<file path="src/hdl/prof_config.svh">
// profiler build constants: address width, ways, counter width,
// word size and number of counted events
`ifndef PROF_CONFIG_SVH
`define PROF_CONFIG_SVH

// cache address bits
`define PROF_ADDR_WIDTH 32

// ways per set
`define PROF_WAYS 8

// counters wrap modulo 2**PROF_CNT_WIDTH
`define PROF_CNT_WIDTH 32

// bytes per word, also the sequential address stride
`define PROF_WORD_BYTES 4

// one counter slice per event
`define PROF_NUM_EVENTS 23

`endif

</file>
<file path="src/hdl/cache_op_pkg.sv">
// cache-side types: access size, address, way index, way vector, byte mask
`include "prof_config.svh"

package cache_op_pkg;

  // access size as carried in the pipeline decode
  typedef enum logic [1:0] {
    e_size_byte   = 2'b00,
    e_size_half   = 2'b01,
    e_size_word   = 2'b10,
    e_size_double = 2'b11  // reserved for 64-bit
  } size_e;

  typedef logic [`PROF_ADDR_WIDTH-1:0] addr_t;

  typedef logic [$clog2(`PROF_WAYS)-1:0] way_idx_t;

  // one bit per way, valid or dirty
  typedef logic [`PROF_WAYS-1:0] way_vec_t;

  typedef logic [`PROF_WORD_BYTES-1:0] byte_mask_t;

endpackage

</file>
<file path="src/hdl/prof_event_pkg.sv">
// profiler-side types: event index, event vector, count and tag words
`include "prof_config.svh"

package prof_event_pkg;

  // order matches the dump stream order
  typedef enum logic [4:0] {
    e_ld              = 5'd0,
    e_ld_lw           = 5'd1,
    e_ld_lwu          = 5'd2,
    e_ld_lh           = 5'd3,
    e_ld_lhu          = 5'd4,
    e_ld_lb           = 5'd5,
    e_ld_lbu          = 5'd6,
    e_seq_ld          = 5'd7,
    e_st              = 5'd8,
    e_sm_sw           = 5'd9,
    e_sm_sh           = 5'd10,
    e_sm_sb           = 5'd11,
    e_seq_st          = 5'd12,
    e_miss_cycle      = 5'd13,  // miss handler busy, no response
    e_miss_ld         = 5'd14,
    e_miss_st         = 5'd15,
    e_stall_rsp       = 5'd16,  // response not taken
    e_idle            = 5'd17,
    e_dma_read        = 5'd18,
    e_dma_write       = 5'd19,
    e_replace_invalid = 5'd20,
    e_replace_valid   = 5'd21,
    e_replace_dirty   = 5'd22
  } event_e;

  // one strobe per event, indexed by event_e
  typedef logic [`PROF_NUM_EVENTS-1:0] event_vec_t;

  typedef logic [`PROF_CNT_WIDTH-1:0] count_t;

  typedef logic [31:0] tag_t;

endpackage

</file>
<file path="src/hdl/stat_dump_ctrl.sv">
// dump sequencer: snapshots all counters on a print request and streams
// them out with index, last flag and tag
`timescale 1ns/1ns
`include "prof_config.svh"

module stat_dump_ctrl (
  input  logic                   clk_i,
  input  logic                   reset_i,
  input  logic                   print_stat_v_i,
  input  prof_event_pkg::tag_t   print_tag_i,
  input  prof_event_pkg::count_t head_i,
  output logic                   capture_o,
  output logic                   shift_o,
  output logic                   stat_v_o,
  output prof_event_pkg::event_e stat_idx_o,
  output prof_event_pkg::count_t stat_data_o,
  output logic                   stat_last_o,
  output prof_event_pkg::tag_t   stat_tag_o
);

  localparam prof_event_pkg::event_e first_idx_lp = prof_event_pkg::event_e'(0);
  localparam prof_event_pkg::event_e last_idx_lp =
    prof_event_pkg::event_e'(`PROF_NUM_EVENTS - 1);

  typedef enum logic {
    e_dump_idle,
    e_dump_busy
  } state_e;

  state_e                 state_r;
  prof_event_pkg::event_e idx_r;
  prof_event_pkg::tag_t   tag_r;
  logic                   at_last;

  // requests only count while idle
  assign capture_o = print_stat_v_i & (state_r == e_dump_idle);
  assign stat_v_o  = (state_r == e_dump_busy);
  assign shift_o   = stat_v_o;  // advance chain after each word
  assign at_last   = (idx_r == last_idx_lp);

  always_ff @(posedge clk_i) begin
    if (reset_i) begin
      state_r <= e_dump_idle;
      idx_r   <= first_idx_lp;
    end else begin
      case (state_r)
        e_dump_idle: begin
          if (capture_o) begin
            state_r <= e_dump_busy;
            idx_r   <= first_idx_lp;
          end
        end
        e_dump_busy: begin
          if (at_last) begin
            state_r <= e_dump_idle;
            idx_r   <= first_idx_lp;
          end else begin
            idx_r <= prof_event_pkg::event_e'(idx_r + 1'b1);
          end
        end
        default: state_r <= e_dump_idle;
      endcase
    end
  end

  // tag held for the whole stream
  always_ff @(posedge clk_i) begin
    if (capture_o) begin
      tag_r <= print_tag_i;
    end
  end

  assign stat_idx_o  = idx_r;
  assign stat_data_o = head_i;  // slice 0 shadow
  assign stat_last_o = stat_v_o & at_last;
  assign stat_tag_o  = tag_r;

endmodule

</file>
<file path="src/hdl/stat_slice.sv">
// single event counter with its snapshot register, one stage of the
// dump shift chain
`timescale 1ns/1ns

module stat_slice (
  input  logic                   clk_i,
  input  logic                   reset_i,
  input  logic                   inc_i,
  input  logic                   capture_i,
  input  logic                   shift_i,
  input  prof_event_pkg::count_t next_i,    // shadow of the next slice up
  output prof_event_pkg::count_t shadow_o
);

  prof_event_pkg::count_t cnt_r;
  prof_event_pkg::count_t shadow_r;

  // live count, keeps running during a dump
  always_ff @(posedge clk_i) begin
    if (reset_i) begin
      cnt_r <= '0;
    end else if (inc_i) begin
      cnt_r <= cnt_r + prof_event_pkg::count_t'(1);  // wraps
    end
  end

  always_ff @(posedge clk_i) begin
    if (capture_i) begin
      shadow_r <= cnt_r;  // snapshot
    end else if (shift_i) begin
      shadow_r <= next_i;  // move toward slice 0
    end
  end

  assign shadow_o = shadow_r;

endmodule

</file>
<file path="src/hdl/vcache_event_decode.sv">
// event decoder: classifies vcache pipeline strobes into a registered
// event vector, one strobe per counter
`timescale 1ns/1ns
`include "prof_config.svh"

module vcache_event_decode (
  input  logic                       clk_i,
  input  logic                       reset_i,
  // output stage
  input  logic                       v_i,
  input  logic                       yumi_i,
  input  logic                       miss_i,
  input  logic                       ld_v_i,
  input  logic                       st_v_i,
  input  cache_op_pkg::size_e        size_v_i,
  input  logic                       sigext_v_i,
  input  cache_op_pkg::byte_mask_t   mask_v_i,
  input  cache_op_pkg::addr_t        addr_v_i,
  // tag-lookup stage
  input  logic                       ld_tl_i,
  input  logic                       st_tl_i,
  input  cache_op_pkg::size_e        size_tl_i,
  input  cache_op_pkg::byte_mask_t   mask_tl_i,
  input  cache_op_pkg::addr_t        addr_tl_i,
  // dma
  input  logic                       dma_pkt_v_i,
  input  logic                       dma_pkt_yumi_i,
  input  logic                       dma_write_i,
  // replacement
  input  logic                       fill_done_i,
  input  cache_op_pkg::way_idx_t     chosen_way_i,
  input  cache_op_pkg::way_vec_t     valid_v_i,
  input  cache_op_pkg::way_vec_t     dirty_i,
  output prof_event_pkg::event_vec_t event_o
);

  prof_event_pkg::event_vec_t event_n;
  prof_event_pkg::event_vec_t event_r;

  logic       accept;
  logic       acc_ld;
  logic       acc_st;
  logic [2:0] pop_v;
  logic [2:0] pop_tl;
  logic       seq_addr;
  logic       word_ld_both;
  logic       full_st_both;
  logic       dma_fire;
  logic       victim_valid;
  logic       victim_dirty;

  assign accept = v_i & yumi_i;  // response leaves the cache
  assign acc_ld = accept & ld_v_i;
  assign acc_st = accept & st_v_i;

  assign pop_v  = 3'($countones(mask_v_i));
  assign pop_tl = 3'($countones(mask_tl_i));

  // next access is the following word
  assign seq_addr = cache_op_pkg::addr_t'(addr_v_i + `PROF_WORD_BYTES) == addr_tl_i;

  assign word_ld_both = ld_v_i & (size_v_i == cache_op_pkg::e_size_word)
                      & ld_tl_i & (size_tl_i == cache_op_pkg::e_size_word);
  assign full_st_both = st_v_i & (pop_v == 3'd4)
                      & st_tl_i & (pop_tl == 3'd4);

  assign dma_fire = dma_pkt_v_i & dma_pkt_yumi_i;

  // state of the way being filled
  assign victim_valid = valid_v_i[chosen_way_i];
  assign victim_dirty = dirty_i[chosen_way_i];

  always_comb begin
    event_n = '0;

    // loads, split by size and sign extension
    event_n[prof_event_pkg::e_ld]     = acc_ld;
    event_n[prof_event_pkg::e_ld_lw]  = acc_ld & (size_v_i == cache_op_pkg::e_size_word) & sigext_v_i;
    event_n[prof_event_pkg::e_ld_lwu] = acc_ld & (size_v_i == cache_op_pkg::e_size_word) & ~sigext_v_i;
    event_n[prof_event_pkg::e_ld_lh]  = acc_ld & (size_v_i == cache_op_pkg::e_size_half) & sigext_v_i;
    event_n[prof_event_pkg::e_ld_lhu] = acc_ld & (size_v_i == cache_op_pkg::e_size_half) & ~sigext_v_i;
    event_n[prof_event_pkg::e_ld_lb]  = acc_ld & (size_v_i == cache_op_pkg::e_size_byte) & sigext_v_i;
    event_n[prof_event_pkg::e_ld_lbu] = acc_ld & (size_v_i == cache_op_pkg::e_size_byte) & ~sigext_v_i;
    event_n[prof_event_pkg::e_seq_ld] = acc_ld & seq_addr & word_ld_both;

    // stores by mask popcount only
    event_n[prof_event_pkg::e_st]     = acc_st;
    event_n[prof_event_pkg::e_sm_sw]  = acc_st & (pop_v == 3'd4);
    event_n[prof_event_pkg::e_sm_sh]  = acc_st & (pop_v == 3'd2);
    event_n[prof_event_pkg::e_sm_sb]  = acc_st & (pop_v == 3'd1);
    event_n[prof_event_pkg::e_seq_st] = acc_st & seq_addr & full_st_both;

    event_n[prof_event_pkg::e_miss_cycle] = miss_i & ~v_i;
    event_n[prof_event_pkg::e_miss_ld]    = acc_ld & miss_i;
    event_n[prof_event_pkg::e_miss_st]    = acc_st & miss_i;
    event_n[prof_event_pkg::e_stall_rsp]  = v_i & ~yumi_i;
    event_n[prof_event_pkg::e_idle]       = ~v_i & ~miss_i;

    event_n[prof_event_pkg::e_dma_read]  = dma_fire & ~dma_write_i;
    event_n[prof_event_pkg::e_dma_write] = dma_fire & dma_write_i;

    // victim classification on fill completion
    event_n[prof_event_pkg::e_replace_invalid] = fill_done_i & ~victim_valid;
    event_n[prof_event_pkg::e_replace_valid]   = fill_done_i & victim_valid & ~victim_dirty;
    event_n[prof_event_pkg::e_replace_dirty]   = fill_done_i & victim_valid & victim_dirty;
  end

  // one register stage keeps all slices aligned
  always_ff @(posedge clk_i) begin
    if (reset_i) begin
      event_r <= '0;
    end else begin
      event_r <= event_n;
    end
  end

  assign event_o = event_r;

endmodule

</file>
<file path="src/hdl/vcache_profiler_top.sv">
// vcache profiler top: event decoder, one counter slice per event,
// and the dump sequencer draining the slice chain
`timescale 1ns/1ns
`include "prof_config.svh"

module vcache_profiler_top (
  input  logic                     clk_i,
  input  logic                     reset_i,
  input  logic                     v_i,
  input  logic                     yumi_i,
  input  logic                     miss_i,
  input  logic                     ld_v_i,
  input  logic                     st_v_i,
  input  cache_op_pkg::size_e      size_v_i,
  input  logic                     sigext_v_i,
  input  cache_op_pkg::byte_mask_t mask_v_i,
  input  cache_op_pkg::addr_t      addr_v_i,
  input  logic                     ld_tl_i,
  input  logic                     st_tl_i,
  input  cache_op_pkg::size_e      size_tl_i,
  input  cache_op_pkg::byte_mask_t mask_tl_i,
  input  cache_op_pkg::addr_t      addr_tl_i,
  input  logic                     dma_pkt_v_i,
  input  logic                     dma_pkt_yumi_i,
  input  logic                     dma_write_i,
  input  logic                     fill_done_i,
  input  cache_op_pkg::way_idx_t   chosen_way_i,
  input  cache_op_pkg::way_vec_t   valid_v_i,
  input  cache_op_pkg::way_vec_t   dirty_i,
  input  logic                     print_stat_v_i,
  input  prof_event_pkg::tag_t     print_tag_i,
  output logic                     stat_v_o,
  output prof_event_pkg::event_e   stat_idx_o,
  output prof_event_pkg::count_t   stat_data_o,
  output logic                     stat_last_o,
  output prof_event_pkg::tag_t     stat_tag_o
);

  prof_event_pkg::event_vec_t event_r;
  logic                       capture;
  logic                       shift;
  // chain[i] is slice i shadow, top entry feeds zeros in
  prof_event_pkg::count_t     chain [`PROF_NUM_EVENTS+1];

  vcache_event_decode i_decode (
    .clk_i          (clk_i),
    .reset_i        (reset_i),
    .v_i            (v_i),
    .yumi_i         (yumi_i),
    .miss_i         (miss_i),
    .ld_v_i         (ld_v_i),
    .st_v_i         (st_v_i),
    .size_v_i       (size_v_i),
    .sigext_v_i     (sigext_v_i),
    .mask_v_i       (mask_v_i),
    .addr_v_i       (addr_v_i),
    .ld_tl_i        (ld_tl_i),
    .st_tl_i        (st_tl_i),
    .size_tl_i      (size_tl_i),
    .mask_tl_i      (mask_tl_i),
    .addr_tl_i      (addr_tl_i),
    .dma_pkt_v_i    (dma_pkt_v_i),
    .dma_pkt_yumi_i (dma_pkt_yumi_i),
    .dma_write_i    (dma_write_i),
    .fill_done_i    (fill_done_i),
    .chosen_way_i   (chosen_way_i),
    .valid_v_i      (valid_v_i),
    .dirty_i        (dirty_i),
    .event_o        (event_r)
  );

  assign chain[`PROF_NUM_EVENTS] = '0;

  for (genvar i = 0; i < `PROF_NUM_EVENTS; i++) begin : g_slice
    stat_slice i_slice (
      .clk_i     (clk_i),
      .reset_i   (reset_i),
      .inc_i     (event_r[i]),
      .capture_i (capture),
      .shift_i   (shift),
      .next_i    (chain[i+1]),
      .shadow_o  (chain[i])
    );
  end

  stat_dump_ctrl i_dump (
    .clk_i          (clk_i),
    .reset_i        (reset_i),
    .print_stat_v_i (print_stat_v_i),
    .print_tag_i    (print_tag_i),
    .head_i         (chain[0]),
    .capture_o      (capture),
    .shift_o        (shift),
    .stat_v_o       (stat_v_o),
    .stat_idx_o     (stat_idx_o),
    .stat_data_o    (stat_data_o),
    .stat_last_o    (stat_last_o),
    .stat_tag_o     (stat_tag_o)
  );

endmodule

</file>
<file path="config.mk">
export PLATFORM = sky130hd
export DESIGN_NAME = vcache_profiler_top
export DESIGN_NICKNAME = d
export VERILOG_FILES = /design/src/hdl/cache_op_pkg.sv /design/src/hdl/prof_event_pkg.sv /design/src/hdl/stat_dump_ctrl.sv /design/src/hdl/stat_slice.sv /design/src/hdl/vcache_event_decode.sv /design/src/hdl/vcache_profiler_top.sv
export VERILOG_INCLUDE_DIRS = /design/src /design/src/hdl
export SDC_FILE = /design/constraint.sdc
export NUM_CORES = 2
export LEC_CHECK = 0
export ABC_CLOCK_PERIOD_IN_PS = 28300
export BUFFER_PORTS_ARGS = -buffer_cell sky130_fd_sc_hd__buf_4
export CAP_MARGIN = 20
export CORE_MARGIN = 4
export CORE_UTILIZATION = 60
export CTS_CLUSTER_DIAMETER = 50
export CTS_CLUSTER_SIZE = 20
export DETAILED_ROUTE_END_ITERATION = 7
export GPL_TIMING_DRIVEN = 0
export HOLD_SLACK_MARGIN = 0.02
export PLACE_DENSITY = 0.75
export SLEW_MARGIN = 20
export SYNTH_ARGS = -nofsm -noshare
export SYNTH_HDL_FRONTEND = slang
export SYNTH_SLANG_ARGS = --single-unit
</file>
<file path="constraint.sdc">
create_clock -name clk_i -period 28.3 [get_ports clk_i]
set_input_delay 5.66 -clock clk_i [delete_from_list [all_inputs] [get_ports clk_i]]
set_output_delay 5.66 -clock clk_i [all_outputs]
set_load 0.005 [all_outputs]
</file>
==> impl_results.md <==
- Run status: completed
- Final Max Tran Viols: 0
- DRC violations left: 0
- Detailed Route Iter0 Violations: 4223
- Number of global-route vias before repair: 45800
- Worst reg2reg endpoint: g_slice[9].i_slice.shadow_o[0]
- Maximum fanout along the worst path: 10
- Cell at the root of the clock tree: clkbuf_16
- Wire length after detailed routing: 154 mm
- Data arrival time at the worst-slack endpoint: 9080 ps
- TritonCTS clock tree: done
- IO Count: 213
- Leading post-synthesis cells by cell area: edfxtp_1, dfxtp_1, nand2_1
- HPWL after detailed placement: 111 mm
- Required time of the worst setup path: 28910 ps
- Prevailing post-synth register cell: edfxtp_1
- Leakage: 29.3 nW
- Routed via count divided by cell count: 5.46
- Final nets: 7420
- Die area: 114000 um2
- Setup slack of the most critical reg-to-reg path: 24380 ps
- Standard cell core area: 107000 um2
- Pin count of the biggest net entering global routing: 108
- Detailed-routing iteration count for the pre-antenna-repair pass: 6
- #FFs+latches synth: 1533
- Setup fix buffers added after clock tree synthesis: 0
- Resized cells post-CTS: 0
- Routed vias: 47800
- Final-report setup violation count: 0
- Most instantiated library cell after synthesis: nand2_1
- Worst r2r src: i_dump.shift_o
- Initial antenna violation count: 5
- Fin Clk Skew: 37.3 ps
- Global-route wire length before repair: 242 mm
- Mapped Cells: 6884
- Total nets after synthesis: 7060
- Max Buffers Root-to-Sink: 3
- CP Capture Type: flop
- Top cells by count, synth: nand2_1, edfxtp_1, dfxtp_1
- Post-Syn Area per Cell: 9.43 um2
- Post-route non-filler standard cell count: 8765
- Headroom to the max-slew limit: 19.6%
- Length in cells of the worst reg-to-reg path: 8
- Proportion of register bits with asynchronous set or reset after synthesis: 0%
- Critical-path cell list: buf_4 > nand2b_1 > clkbuf_1 > inv_1 > clkbuf_1 > clkbuf_1 > clkbuf_1 > nand2_1 > nand2_1
- CP dominant cell by count: clkbuf_1
- Number of cells after detailed placement: 8509
- Total power density per cell area: 64.9 nW/um2
- Number of core rows: 120
- Post-route antenna net violation count: 0
- Netlist Area Pre-Place: 64900 um2
- EDFF count, synth: 768
- Peak supply drop: 0.0000664 V
- Startpoint types: input port
- Crit path to: g_slice[9].i_slice.shadow_o[0]
- Final worst path period need: 8470 ps
- Routability congestion estimate from global placement: 0.878
- Maximum level of the CTS H-tree: 4
- Share of the synthesized area in the top cell type: 35.5%
- Wirelength per Cell: 17.6 um
- Fill cells: 8203
- Final hold violation count: 0
- Fraction of final layout cells with drive strength greater than 1: 7.26%
- Area overhead of the layout relative to synthesis: 13.0%
- Number of violations of the max-capacitance limit: 0
- Number of buffers inserted by port buffering: 211
- Count of synthesis-stage warnings from yosys: 0
- Slowest Stage Delay on Critical Path: 910 ps
- Highest-delay cell along the critical path: clkbuf_1
- Die boundary height: 337 um
- Part of the cycle the worst path needs: 29.9%
- Clock transition at the registers of the reported paths: 70 ps
- Class of the tightest hold or removal check: flop to flop
- Number of buffers inserted during clock tree synthesis: 136
- Effective utilization at floorplan: 60.6%
- FMAX: 118 MHz
- RSZ-0062 raised after global routing: false
- Cell type with the highest aggregate area in the netlist: edfxtp_1
- Share of synthesized area occupied by flip-flops and latches: 59.1%
- Hold-fix buffer count after cts: 0
- Worst setup path class: input port to flop
- Horiz. Die Dim: 337 um
- Aggregate global-route resource usage: 27.0%
- Worst-Skew Late Latency: 770 ps
- Setup TNS after final layout: 0 ps
- Netlist cell types: 59
- Pin slew with the least headroom to its limit: 1210 ps
- Clock sinks: 1533
- Crit path launch: print_stat_v_i
- Total overflow reported by the global router: 0
-- critical path, delay by kind of cell --
family | cells | cell delay, ps
buffers and inverters | 6 | 3010
and+or+nand+nor | 3 | 380
-- cell families after synthesis --
family | share of synthesized area (%)
AOI/OAI and AO/OA | 2.15
buffers and inverters | 2.29
adders and majority gates | 0.678
xor gates and xnor gates | 8.85
muxes | 0.596
DFF | 59.1
and+or+nand+nor | 26.3
-- registers in the layout (all words and copies together) (netlist names) --
register,cells
g_slice.i_slice.cnt_r,736
g_slice.i_slice.shadow_o,736
i_decode.event_o,23
i_dump.shift_o,1
i_dump.stat_idx_o,5
i_dump.stat_tag_o,32
-- final cells by class --
| type | count | area [um2] | share of cell area, % |
|---|---|---|---|
| Antenna cell | 2 | 5.00 | 0.00682 |
| Multi-Input combinational cell | 4989 | 25100 | 34.2 |
| Tap cell | 1403 | 1760 | 2.39 |
| Inverter | 62 | 240 | 0.328 |
| Buffer | 300 | 1260 | 1.72 |
| Clock buffer | 162 | 3700 | 5.05 |
| Timing Repair Buffer | 222 | 1850 | 2.52 |
| Sequential cell | 1533 | 38400 | 52.3 |
| Clock inverter | 92 | 1050 | 1.44 |
-- worst min-delay path by stage --
stage / start / depth (start not counted) / to
2_1_floorplan: g_slice[15].i_slice.cnt_r[30] / 2 / g_slice[15].i_slice.cnt_r[30]
3_3_place_gp: g_slice[13].i_slice.cnt_r[30] / 2 / g_slice[13].i_slice.cnt_r[30]
3_5_place_dp: g_slice[13].i_slice.cnt_r[30] / 2 / g_slice[13].i_slice.cnt_r[30]
4_1_cts: g_slice[13].i_slice.cnt_r[30] / 2 / g_slice[13].i_slice.cnt_r[30]
5_1_grt: g_slice[3].i_slice.cnt_r[31] / 2 / g_slice[3].i_slice.cnt_r[31]
6_report: g_slice[13].i_slice.cnt_r[30] / 2 / g_slice[13].i_slice.cnt_r[30]
-- power by group --
part	switching, mW	internal [mW]
clock	0.887	1.06
combinational	0.206	0.0888
sequential	0.0403	2.48
-- layout by cell type, fill, tap and decap left out, drive strengths merged, types with 10 or more instances in the layout --
cell type	instances
xnor2	201
bufinv	10
nand2	2364
inv	96
clkbuf	420
o21ai	141
and4	45
xor2	455
nand3	237
nor2	762
ha	32
a21oi	103
and3	152
nand2b	11
nor2b	13
mux2i	24
nor3	59
buf	264
clkinv	43
or2	11
nor4	20
and2	51
edfxtp	768
or3	108
nand4	138
dfxtp	765
-- metal layers --
metal | up-vias | track usage [%] | share of wire [%]
met3 | 292 | 3.37 | 5.2
met2 | 1281 | 46.2 | 49
li1 | 23500 | - | -
met1 | 22800 | 35.6 | 42
met5 | - | 0.255 | 0.035
met4 | 4 | 9.90 | 3.3
-- stage by stage --
| step | instance area, um2 | total power, mW | worst slack, ps | hold WS [ps] | utilization (%) |
|---|---|---|---|---|---|
| 4_1_cts | 73300 | 4.79 | 19940 | 490 | 68.4 |
| 2_1_floorplan | 64900 | 2.75 | 6650 | 458 | - |
| 6_report | 73300 | 4.76 | 19830 | 490 | 68.4 |
| 3_3_place_gp | 68300 | 2.91 | 1100 | 467 | 63.7 |
| 5_1_grt | 73300 | 4.92 | 19840 | 517 | 68.4 |
| 3_5_place_dp | 68600 | 2.86 | 19140 | 480 | 64.0 |
No activity file was read; power rests on OpenSTA's default activity.
